**config.mk**
```make
export PLATFORM = sky130hd
export DESIGN_NAME = loeffler_dct_8
export DESIGN_NICKNAME = d
export VERILOG_FILES = /design/src/hdl/dct_pkg.sv /design/src/hdl/dct_multiplier.sv /design/src/hdl/dct_scratchpad.sv /design/src/hdl/dct_control.sv /design/src/hdl/dct_datapath.sv /design/src/hdl/loeffler_dct_8.sv
export SDC_FILE = /design/constraint.sdc
export NUM_CORES = 1
export LEC_CHECK = 0
export ABC_AREA = 0
export BUFFER_PORTS_ARGS = -buffer_cell sky130_fd_sc_hd__buf_4
export CAP_MARGIN = 20
export CORE_ASPECT_RATIO = 1.75
export CORE_MARGIN = 4
export CORE_UTILIZATION = 32
export CTS_CLUSTER_DIAMETER = 120
export DETAILED_ROUTE_END_ITERATION = 12
export MAX_ROUTING_LAYER = met4
export PLACE_DENSITY = 0.45
export RECOVER_POWER = 25
export REMOVE_ABC_BUFFERS = 1
export SETUP_SLACK_MARGIN = 0.02
export SLEW_MARGIN = 25
export SYNTH_ARGS = -nofsm -noshare
export SYNTH_HDL_FRONTEND = slang
export SYNTH_SLANG_ARGS = --single-unit
```
**constraint.sdc**
```tcl
create_clock -name clock -period 9.1 [get_ports clock]
set_input_delay 0.455 -clock clock [delete_from_list [all_inputs] [get_ports clock]]
set_output_delay 0.455 -clock clock [all_outputs]
set_load 0.05 [all_outputs]
```
**src/hdl/dct_pkg.sv**
```systemverilog
package dct_pkg;

    // sample, coefficient and address types
    typedef logic signed [15:0] sample_t;   // signed 7q8 sample or intermediate value
    typedef logic [8:0]         coeff_t;    // unsigned 7q8 coefficient
    typedef logic [2:0]         elem_addr_t;
    typedef logic [4:0]         spad_addr_t;
    typedef logic [5:0]         upc_t;

    // multiplier coefficients that also index COEFF_7Q8
    typedef enum logic [2:0] {
        c3_cos      = 3'd0,     // cos(3pi/16)
        c3_sin      = 3'd1,
        c1_cos      = 3'd2,     // cos(pi/16)
        c1_sin      = 3'd3,
        r2c6_cos    = 3'd4,     // sqrt2 * cos(6pi/16)
        r2c6_sin    = 3'd5,
        sqrt2       = 3'd6,
        sqrt2_over4 = 3'd7
    } coeff_sel_e;

    typedef enum logic {src_fetch, src_spad} read_src_e;

    // latch source and second adder operand source
    typedef enum logic {from_bus, from_mul} op_src_e;

    typedef enum logic {to_spad, to_result} write_dest_e;

    typedef enum logic {from_adder, from_product} write_src_e;

    // one microcode step of 22 bits
    typedef struct packed {
        spad_addr_t  read_addr;     // low 3 bits double as the input element index
        read_src_e   read_src;
        logic        latch_op1;
        logic        neg_op1;
        logic        neg_op2;
        op_src_e     op1_src;       // what the operand latch loads
        op_src_e     op2_src;
        coeff_sel_e  coeff_sel;     // pairs with the data on the bus in this step
        spad_addr_t  write_addr;
        write_dest_e write_dest;
        logic        write_en;
        write_src_e  write_src;
    } ucode_t;

    // program counter saturates here
    localparam upc_t UCODE_LEN = 6'd49;

    // product shows up this many steps after operand and coefficient
    localparam int MUL_STAGES = 2;

    // rounded to 7q8 in coeff_sel_e order
    localparam coeff_t COEFF_7Q8 [8] = '{
        9'd213,     // 0.8315
        9'd142,     // 0.5556
        9'd251,     // 0.9808
        9'd50,      // 0.1951
        9'd139,     // 0.5412
        9'd334,     // 1.3066
        9'd362,     // 1.4142
        9'd91       // 0.3536
    };

endpackage

```
**src/hdl/dct_multiplier.sv**
```systemverilog
`timescale 1ns/1ps

module dct_multiplier (
    input  logic             clock,
    input  dct_pkg::sample_t operand,
    input  dct_pkg::coeff_t  coeff,
    output dct_pkg::sample_t product
);
    import dct_pkg::*;

    sample_t            operand_q;
    coeff_t             coeff_q;
    logic signed [25:0] full;                   // 16 x 10 bit signed product
    sample_t            pipe_q [MUL_STAGES-1];  // product stages after the input registers

    // zero extend the unsigned coefficient before the signed multiply
    assign full = operand_q * $signed({1'b0, coeff_q});

    always_ff @(posedge clock) begin
        operand_q <= operand;
        coeff_q   <= coeff;
        pipe_q[0] <= full[23:8];    // back to 7q8
        for (int i = 1; i < MUL_STAGES - 1; i++) begin
            pipe_q[i] <= pipe_q[i - 1];
        end
    end

    assign product = pipe_q[MUL_STAGES-2];

endmodule

```
**src/hdl/dct_scratchpad.sv**
```systemverilog
`timescale 1ns/1ps

module dct_scratchpad #(
    parameter int SPAD_DEPTH = 24
) (
    input  logic                clock,
    input  dct_pkg::spad_addr_t read_addr,
    output dct_pkg::sample_t    read_data,
    input  logic                write_en,
    input  dct_pkg::spad_addr_t write_addr,
    input  dct_pkg::sample_t    write_data
);
    import dct_pkg::*;

    // intermediate flowgraph values, sp0..sp23
    sample_t mem [SPAD_DEPTH];

    always_ff @(posedge clock) begin
        if (write_en) begin
            mem[write_addr] <= write_data;
        end
        read_data <= mem[read_addr];    // old value if the same entry is written now
    end

endmodule

```
**src/hdl/dct_control.sv**
```systemverilog
`timescale 1ns/1ps

module dct_control (
    input  logic            clock,
    input  logic            nreset,
    output dct_pkg::ucode_t uop,
    output logic            finished
);
    import dct_pkg::*;

    // steps 0..11 read the input buffer, everything after reads the scratchpad
    localparam upc_t FETCH_STEPS = 6'd12;

    upc_t pc;

    // mark a step as writing the adder or product result somewhere
    function automatic ucode_t spad_wr(ucode_t w, spad_addr_t addr);
        ucode_t r;
        r            = w;
        r.write_en   = 1'b1;
        r.write_dest = to_spad;
        r.write_addr = addr;
        return r;
    endfunction

    function automatic ucode_t out_wr(ucode_t w, elem_addr_t idx);
        ucode_t r;
        r            = w;
        r.write_en   = 1'b1;
        r.write_dest = to_result;
        r.write_addr = {2'b00, idx};
        return r;
    endfunction

    always_ff @(posedge clock) begin
        if (nreset) begin
            pc <= '0;
        end else if (pc != UCODE_LEN) begin
            pc <= pc + 6'd1;
        end
    end

    assign finished = (pc == UCODE_LEN) || (pc == UCODE_LEN - 6'd1);

    // data read in step k is on the bus in step k+1, and a product
    // of the bus in step k (with that step's coeff_sel) is ready in step k+2.
    // Scratchpad writes land at the end of the step, so they can be read the next one.
    always_comb begin
        uop = '0;

        uop.read_src = (pc < FETCH_STEPS) ? src_fetch : src_spad;

        case (pc)
            // input butterflies read each pair as x_i, x_7-i, x_7-i
            6'd0:    uop.read_addr = 5'd0;
            6'd1:    uop.read_addr = 5'd7;
            6'd2:    uop.read_addr = 5'd7;
            6'd3:    uop.read_addr = 5'd1;
            6'd4:    uop.read_addr = 5'd6;
            6'd5:    uop.read_addr = 5'd6;
            6'd6:    uop.read_addr = 5'd2;
            6'd7:    uop.read_addr = 5'd5;
            6'd8:    uop.read_addr = 5'd5;
            6'd9:    uop.read_addr = 5'd3;
            6'd10:   uop.read_addr = 5'd4;
            6'd11:   uop.read_addr = 5'd4;
            // even butterflies
            6'd12:   uop.read_addr = 5'd1;
            6'd13:   uop.read_addr = 5'd2;
            6'd14:   uop.read_addr = 5'd2;
            6'd15:   uop.read_addr = 5'd0;
            6'd16:   uop.read_addr = 5'd3;
            6'd17:   uop.read_addr = 5'd3;
            // rotations by pi/16 and 3pi/16
            6'd18:   uop.read_addr = 5'd5;
            6'd19:   uop.read_addr = 5'd6;
            6'd20:   uop.read_addr = 5'd5;
            6'd21:   uop.read_addr = 5'd6;
            6'd22:   uop.read_addr = 5'd4;
            6'd23:   uop.read_addr = 5'd7;
            6'd24:   uop.read_addr = 5'd4;
            6'd25:   uop.read_addr = 5'd7;
            // even outputs
            6'd26:   uop.read_addr = 5'd10;
            6'd27:   uop.read_addr = 5'd11;
            6'd28:   uop.read_addr = 5'd10;
            6'd29:   uop.read_addr = 5'd11;
            6'd30:   uop.read_addr = 5'd8;
            6'd31:   uop.read_addr = 5'd9;
            6'd32:   uop.read_addr = 5'd9;
            // step 33 reads nothing and only latches the scaled sp8
            6'd34:   uop.read_addr = 5'd13;
            6'd35:   uop.read_addr = 5'd15;
            6'd36:   uop.read_addr = 5'd15;
            6'd37:   uop.read_addr = 5'd12;
            6'd38:   uop.read_addr = 5'd14;
            6'd39:   uop.read_addr = 5'd14;
            6'd40:   uop.read_addr = 5'd20;
            6'd41:   uop.read_addr = 5'd23;
            6'd42:   uop.read_addr = 5'd23;
            6'd43:   uop.read_addr = 5'd21;
            6'd44:   uop.read_addr = 5'd22;
            default: uop.read_addr = 5'd0;
        endcase

        case (pc)
            6'd19, 6'd22:        uop.coeff_sel = c1_cos;
            6'd20, 6'd21:        uop.coeff_sel = c1_sin;
            6'd23, 6'd26:        uop.coeff_sel = c3_cos;
            6'd24, 6'd25:        uop.coeff_sel = c3_sin;
            6'd27, 6'd30:        uop.coeff_sel = r2c6_cos;
            6'd28, 6'd29:        uop.coeff_sel = r2c6_sin;
            6'd44, 6'd45:        uop.coeff_sel = sqrt2;
            default:             uop.coeff_sel = sqrt2_over4;   // 31..33 use this one
        endcase

        // operand latch loads at the end of these steps
        uop.latch_op1 = pc inside {6'd1, 6'd4, 6'd7, 6'd10, 6'd13, 6'd16, 6'd35, 6'd38, 6'd41,
                                   6'd21, 6'd23, 6'd25, 6'd27, 6'd29, 6'd31, 6'd33};
        uop.op1_src   = (pc inside {6'd21, 6'd23, 6'd25, 6'd27, 6'd29, 6'd31, 6'd33}) ?
                        from_mul : from_bus;

        uop.neg_op1   = pc inside {6'd24, 6'd28, 6'd32, 6'd37, 6'd43};
        uop.neg_op2   = pc inside {6'd3, 6'd6, 6'd9, 6'd12, 6'd15, 6'd18, 6'd35, 6'd40};
        uop.op2_src   = (pc inside {6'd22, 6'd24, 6'd26, 6'd28, 6'd30, 6'd32, 6'd34, 6'd35}) ?
                        from_mul : from_bus;
        uop.write_src = (pc inside {6'd46, 6'd47}) ? from_product : from_adder;

        case (pc)
            6'd2:    uop = spad_wr(uop, 5'd0);     // x0 + x7
            6'd3:    uop = spad_wr(uop, 5'd7);     // x0 - x7
            6'd5:    uop = spad_wr(uop, 5'd1);
            6'd6:    uop = spad_wr(uop, 5'd6);
            6'd8:    uop = spad_wr(uop, 5'd2);
            6'd9:    uop = spad_wr(uop, 5'd5);
            6'd11:   uop = spad_wr(uop, 5'd3);
            6'd12:   uop = spad_wr(uop, 5'd4);     // x3 - x4
            6'd14:   uop = spad_wr(uop, 5'd9);     // sp1 + sp2
            6'd15:   uop = spad_wr(uop, 5'd10);
            6'd17:   uop = spad_wr(uop, 5'd8);     // sp0 + sp3
            6'd18:   uop = spad_wr(uop, 5'd11);
            6'd22:   uop = spad_wr(uop, 5'd13);
            6'd24:   uop = spad_wr(uop, 5'd14);
            6'd26:   uop = spad_wr(uop, 5'd12);
            6'd28:   uop = spad_wr(uop, 5'd15);
            6'd30:   uop = out_wr(uop, 3'd2);
            6'd32:   uop = out_wr(uop, 3'd6);
            6'd34:   uop = out_wr(uop, 3'd0);
            6'd35:   uop = out_wr(uop, 3'd4);
            6'd36:   uop = spad_wr(uop, 5'd23);    // sp13 + sp15
            6'd37:   uop = spad_wr(uop, 5'd21);    // sp15 - sp13
            6'd39:   uop = spad_wr(uop, 5'd20);
            6'd40:   uop = spad_wr(uop, 5'd22);
            6'd42:   uop = out_wr(uop, 3'd1);
            6'd43:   uop = out_wr(uop, 3'd7);
            6'd46:   uop = out_wr(uop, 3'd3);      // product straight out
            6'd47:   uop = out_wr(uop, 3'd5);
            default: ;
        endcase
    end

endmodule

```
**src/hdl/dct_datapath.sv**
```systemverilog
`timescale 1ns/1ps

module dct_datapath (
    input  logic                clock,
    input  logic                nreset,
    input  dct_pkg::ucode_t     uop,
    output dct_pkg::elem_addr_t fetch_addr,
    input  dct_pkg::sample_t    src_data,
    output dct_pkg::spad_addr_t spad_read_addr,
    input  dct_pkg::sample_t    spad_read_data,
    output logic                spad_wren,
    output dct_pkg::spad_addr_t spad_write_addr,
    output dct_pkg::sample_t    spad_write_data,
    output logic                result_wren,
    output dct_pkg::elem_addr_t result_addr,
    output dct_pkg::sample_t    result_data
);
    import dct_pkg::*;

    read_src_e bus_src_q;   // source of the read issued last step
    sample_t   op_bus;
    sample_t   op_latch;
    sample_t   product;
    sample_t   op2;
    sample_t   op1_term;
    sample_t   op2_term;
    sample_t   sum;
    sample_t   write_value;
    coeff_t    coeff;

    assign fetch_addr     = uop.read_addr[2:0];
    assign spad_read_addr = uop.read_addr;

    // both memories answer one cycle late, so the mux follows last step's read_src
    assign op_bus = (bus_src_q == src_spad) ? spad_read_data : src_data;

    assign coeff = COEFF_7Q8[uop.coeff_sel];

    dct_multiplier mul0 (
        .clock   (clock),
        .operand (op_bus),
        .coeff   (coeff),
        .product (product)
    );

    always_ff @(posedge clock) begin
        if (nreset) begin
            bus_src_q <= src_fetch;
            op_latch  <= '0;
        end else begin
            bus_src_q <= uop.read_src;
            if (uop.latch_op1) begin
                op_latch <= (uop.op1_src == from_mul) ? product : op_bus;
            end
        end
    end

    // add/subtract unit
    assign op2      = (uop.op2_src == from_mul) ? product : op_bus;
    assign op1_term = uop.neg_op1 ? -op_latch : op_latch;
    assign op2_term = uop.neg_op2 ? -op2 : op2;
    assign sum      = op1_term + op2_term;

    assign write_value = (uop.write_src == from_product) ? product : sum;

    // data is only meaningful with its strobe
    assign spad_wren       = uop.write_en && (uop.write_dest == to_spad);
    assign spad_write_addr = uop.write_addr;
    assign spad_write_data = write_value;

    assign result_wren = uop.write_en && (uop.write_dest == to_result);
    assign result_addr = uop.write_addr[2:0];
    assign result_data = write_value;

endmodule

```
**src/hdl/loeffler_dct_8.sv**
```systemverilog
`timescale 1ns/1ps

module loeffler_dct_8 #(
    parameter int SPAD_DEPTH = 24
) (
    input  logic                clock,
    input  logic                nreset,
    output dct_pkg::elem_addr_t fetch_addr,
    input  dct_pkg::sample_t    src_data,
    output logic                result_wren,
    output dct_pkg::elem_addr_t result_addr,
    output dct_pkg::sample_t    result_data,
    output logic                finished
);
    import dct_pkg::*;

    ucode_t     uop;
    spad_addr_t spad_read_addr;
    sample_t    spad_read_data;
    logic       spad_wren;
    spad_addr_t spad_write_addr;
    sample_t    spad_write_data;

    dct_control ctrl0 (
        .clock    (clock),
        .nreset   (nreset),
        .uop      (uop),
        .finished (finished)
    );

    dct_datapath dp0 (
        .clock           (clock),
        .nreset          (nreset),
        .uop             (uop),
        .fetch_addr      (fetch_addr),
        .src_data        (src_data),
        .spad_read_addr  (spad_read_addr),
        .spad_read_data  (spad_read_data),
        .spad_wren       (spad_wren),
        .spad_write_addr (spad_write_addr),
        .spad_write_data (spad_write_data),
        .result_wren     (result_wren),
        .result_addr     (result_addr),
        .result_data     (result_data)
    );

    dct_scratchpad #(
        .SPAD_DEPTH (SPAD_DEPTH)
    ) spad0 (
        .clock      (clock),
        .read_addr  (spad_read_addr),
        .read_data  (spad_read_data),
        .write_en   (spad_wren),
        .write_addr (spad_write_addr),
        .write_data (spad_write_data)
    );

endmodule

```
==> flow_summary_export.csv <==
group,metric,value,unit
global_route,first_global_vias,15900,
clocking,h-tree-depth,2,
outcome,violations,"max-capacitance violations, max-slew violations",
finish,finish.instance_area,28100,sq um
finish,syn_to_final_growth,13.0,%
global_route,antenna_found_initial,0,
power,ir_drop,0.132,mV
min_path,hold_end,"dp0.mul0.operand_q[4]$_DFF_P_",
logic_synthesis,yosysTopAreaCellShare,0.464,
route,route.detailed.drc,0,
finish,final_util,0.366,
logic_synthesis,synth_seq_cells,472,
route,drt-pass1-iter-count,5,
job,maxCapViolCount,11,
placement,port_buffers,41,
clocking,clk_latency,580,ps
logic_synthesis,ys_seq_area_frac,0.535,
global_route,gr-usage-all-layers,0.160,
min_path,hold_start,"src_data[4]",
sta,max_freq,141,MHz
floorplanning,fp.dieW,219,microns
route,via_count,14500,
route,viasPerCell,4.87,
clocking,cts_made_buffers,44,
critical_path,startpoint_type,"flop",
clocking,cts_root_buf,"clkbuf_16",
route,ant_nets,0,
power,power_density,228,nW/um^2
finish,register_area,13300,sq um
clocking,postCtsSetupBuffers,0,
finish,final_cell_mix,"edfxtp_1, inv_1, nand2_1",
sta,relSlewSlack,-1.41,
global_route,grt_max_degree,62,
critical_path,path_class,"reg2out",
route,drtIter0Drc,760,
clocking,cts_sinks,472,
sta,setup_ws,2010,ps
outcome,status,"finished with violations",
floorplanning,pin_count,42,
sta,drv_slew,273,
logic_synthesis,async_flop_share,0,
logic_synthesis,ys_top_cells_by_area,"edfxtp_1, mux4_2, fa_1",
floorplanning,core-area,76600,sq um
logic_synthesis,synth_edf_count,384,
sta,fin_setup_tns,0,ps
finish,nNetsFinal,2138,
power,power.leakage,10.5,nW
logic_synthesis,syn_area,24800,sq um
placement,routabilityCongestion,0.819,
critical_path,r2r_cells,6,
logic_synthesis,synth_top_flop_cell,"edfxtp_1",
global_route,grt_first_pass_wirelength,96.4,mm
placement,hpwlAfterDp,43.5,mm
sta,final.period_utilization,0.779,
logic_synthesis,yosysWarnings,0,
critical_path,r2r_slack,2960,ps
sta,fin_hold_ws,154,ps
floorplanning,die_h,377,microns
critical_path,r2r_end,"spad0.mem[7][10]$_DFFE_PP_",
min_path,hold_depth,3,
finish,n_fill_cell,7439,
clocking,cts_tree,"yes",
min_path,hold_class,"in2reg",
critical_path,timing.rr.start,"ctrl0.pc[2]$_SDFFE_PP0N_",
finish,drive_gt1_frac,0.147,
sta,clock_skew,19.5,ps
sta,finalHoldViolations,0,
critical_path,crit_required,8650,ps
floorplanning,dieArea,82400,sq um
finish,final_common_cell,"edfxtp_1",
finish,multi_input_area,10900,sq um
finish,diodes,0,
floorplanning,rows,134,
logic_synthesis,yosysTopAreaCell,"edfxtp_1",
sta,worstMarginPinSlew,3610,ps
global_route,grt_overflow,0,
sta,finalSetupViolations,0,
sta,grt_setup_unrepaired,"no",
clocking,cts_resized,0,
clocking,clockBufferDepth,3,
sta,finalCriticalPeriod,7090,ps
placement,post_dp_cell_area,26700,sq um
logic_synthesis,syn_area_per_cell,13.5,sq um
route,wl_per_cell,21.2,microns
floorplanning,start_util,0.324,
critical_path,end_kind,"primary output",
critical_path,cp.arrival,6640,ps
logic_synthesis,synth_cells,1837,
clocking,clk_pin_slew,60,ps
logic_synthesis,yosysUniqueCellTypes,74,
clocking,cts_hold_buffers,0,
route,drt-total-wl,63.2,mm
critical_path,cp_max_fo,41,
placement,dpl_worst_slack,2820,ps
sequential cells by signal, indices dropped and copies added, names as in the netlist, 3 cells and up:
register / cells
spad0.read_data: 16
dp0.op_latch: 16
dp0.spad_read_addr: 5
ctrl0.uop: 3
dp0.mul0.pipe_q: 16
dp0.mul0.operand_q: 16
spad0.mem: 384
dp0.mul0.coeff_q: 9
ctrl0.pc: 6
metrics by stage:
step,power (mW),cells
2_1_floorplan,4.12,1806
3_3_place_gp,4.61,2897
3_5_place_dp,4.62,2897
4_1_cts,6.52,2979
5_1_grt,6.81,2980
6_report,6.41,2980
layout make-up:
cell class | count | area share
inverter | 180 | 0.0241
multi-input combinational | 1154 | 0.388
clock buffer | 62 | 0.0424
timing repair buffer | 72 | 0.0181
tap | 1020 | 0.0455
sequential | 472 | 0.474
clock inverter | 20 | 0.00807
synth_stat cells, types with 23 or more instances:
library cell  instances
clkbuf_1             65
inv_1               179
dfxtp_1              88
ha_1                 81
and2_1               69
edfxtp_1            384
mux4_2              113
a21oi_1              75
mux2i_1              38
o21ai_0              41
nor2_1              123
xnor2_1              49
fa_1                115
nor3_1               23
nand2_1             161
where the power goes:
part	internal (mW)	total (mW)	switching [mW]	leakage, nW
clock network	1.04	1.86	0.820	0.695
registers	2.64	2.78	0.140	4.24
logic	0.758	1.78	1.02	5.57
metal layers:
layer	routed length (microns)	vias to the layer above	track usage
met1	23300	7451	0.169
met4	2190	0	0.0526
met3	1830	127	0.0180
li1	-	6671	-
met2	35900	269	0.306
met5	0	-	-
worst max-delay path: stages, from the launching register on:
cell and delay (ps):
dfxtp_1 920, nand2_1 390, o32ai_1 640, a211oi_4 80, buf_4 290, a21oi_1 190, inv_1 70, ha_1 270
nand2_1 40, o21ai_0 130, inv_1 110, fa_1 460, nor2b_1 130, o21ai_1 80, a21boi_0 300, o21ai_1 120
a21oi_1 240, o2111ai_1 240, a311oi_1 570, o21ai_0 160, nand3_1 100, buf_4 250, buf_4 250
logic make-up (layout without fill, tap and decap cells):
logic type | after synthesis | after routing | share of synthesized area
flip-flops | 472 | 472 | 0.535
AND/OR/NAND/NOR | 441 | 441 | 0.0819
buffers and inverters | 274 | 334 | 0.0439
AO/OA/AOI/OAI | 226 | 226 | 0.0594
adder cells (fa/ha/maj) | 196 | 196 | 0.133
multiplexers | 161 | 161 | 0.123
XOR/XNOR | 66 | 66 | 0.0236
other | 1 | 64 | 0.000151
how the worst max path moves through the flow:
stage | from | to | slack, ps | depth (start not counted)
floorplan | ctrl0.pc[2]$_SDFFE_PP0N_ | spad0.mem[0][12]$_DFFE_PP_ | 1950 | 19
global placement | ctrl0.pc[2]$_SDFFE_PP0N_ | result_data[14] | 2900 | 23
detailed placement | ctrl0.pc[0]$_SDFFE_PP0N_ | result_data[14] | 2820 | 25
CTS | ctrl0.pc[0]$_SDFFE_PP0N_ | result_data[14] | 2180 | 25
global route | ctrl0.pc[2]$_SDFFE_PP0N_ | result_data[14] | 1340 | 22
finish | ctrl0.pc[2]$_SDFFE_PP0N_ | result_data[14] | 2010 | 22
Note: power is estimated with default switching activity, not from simulation.
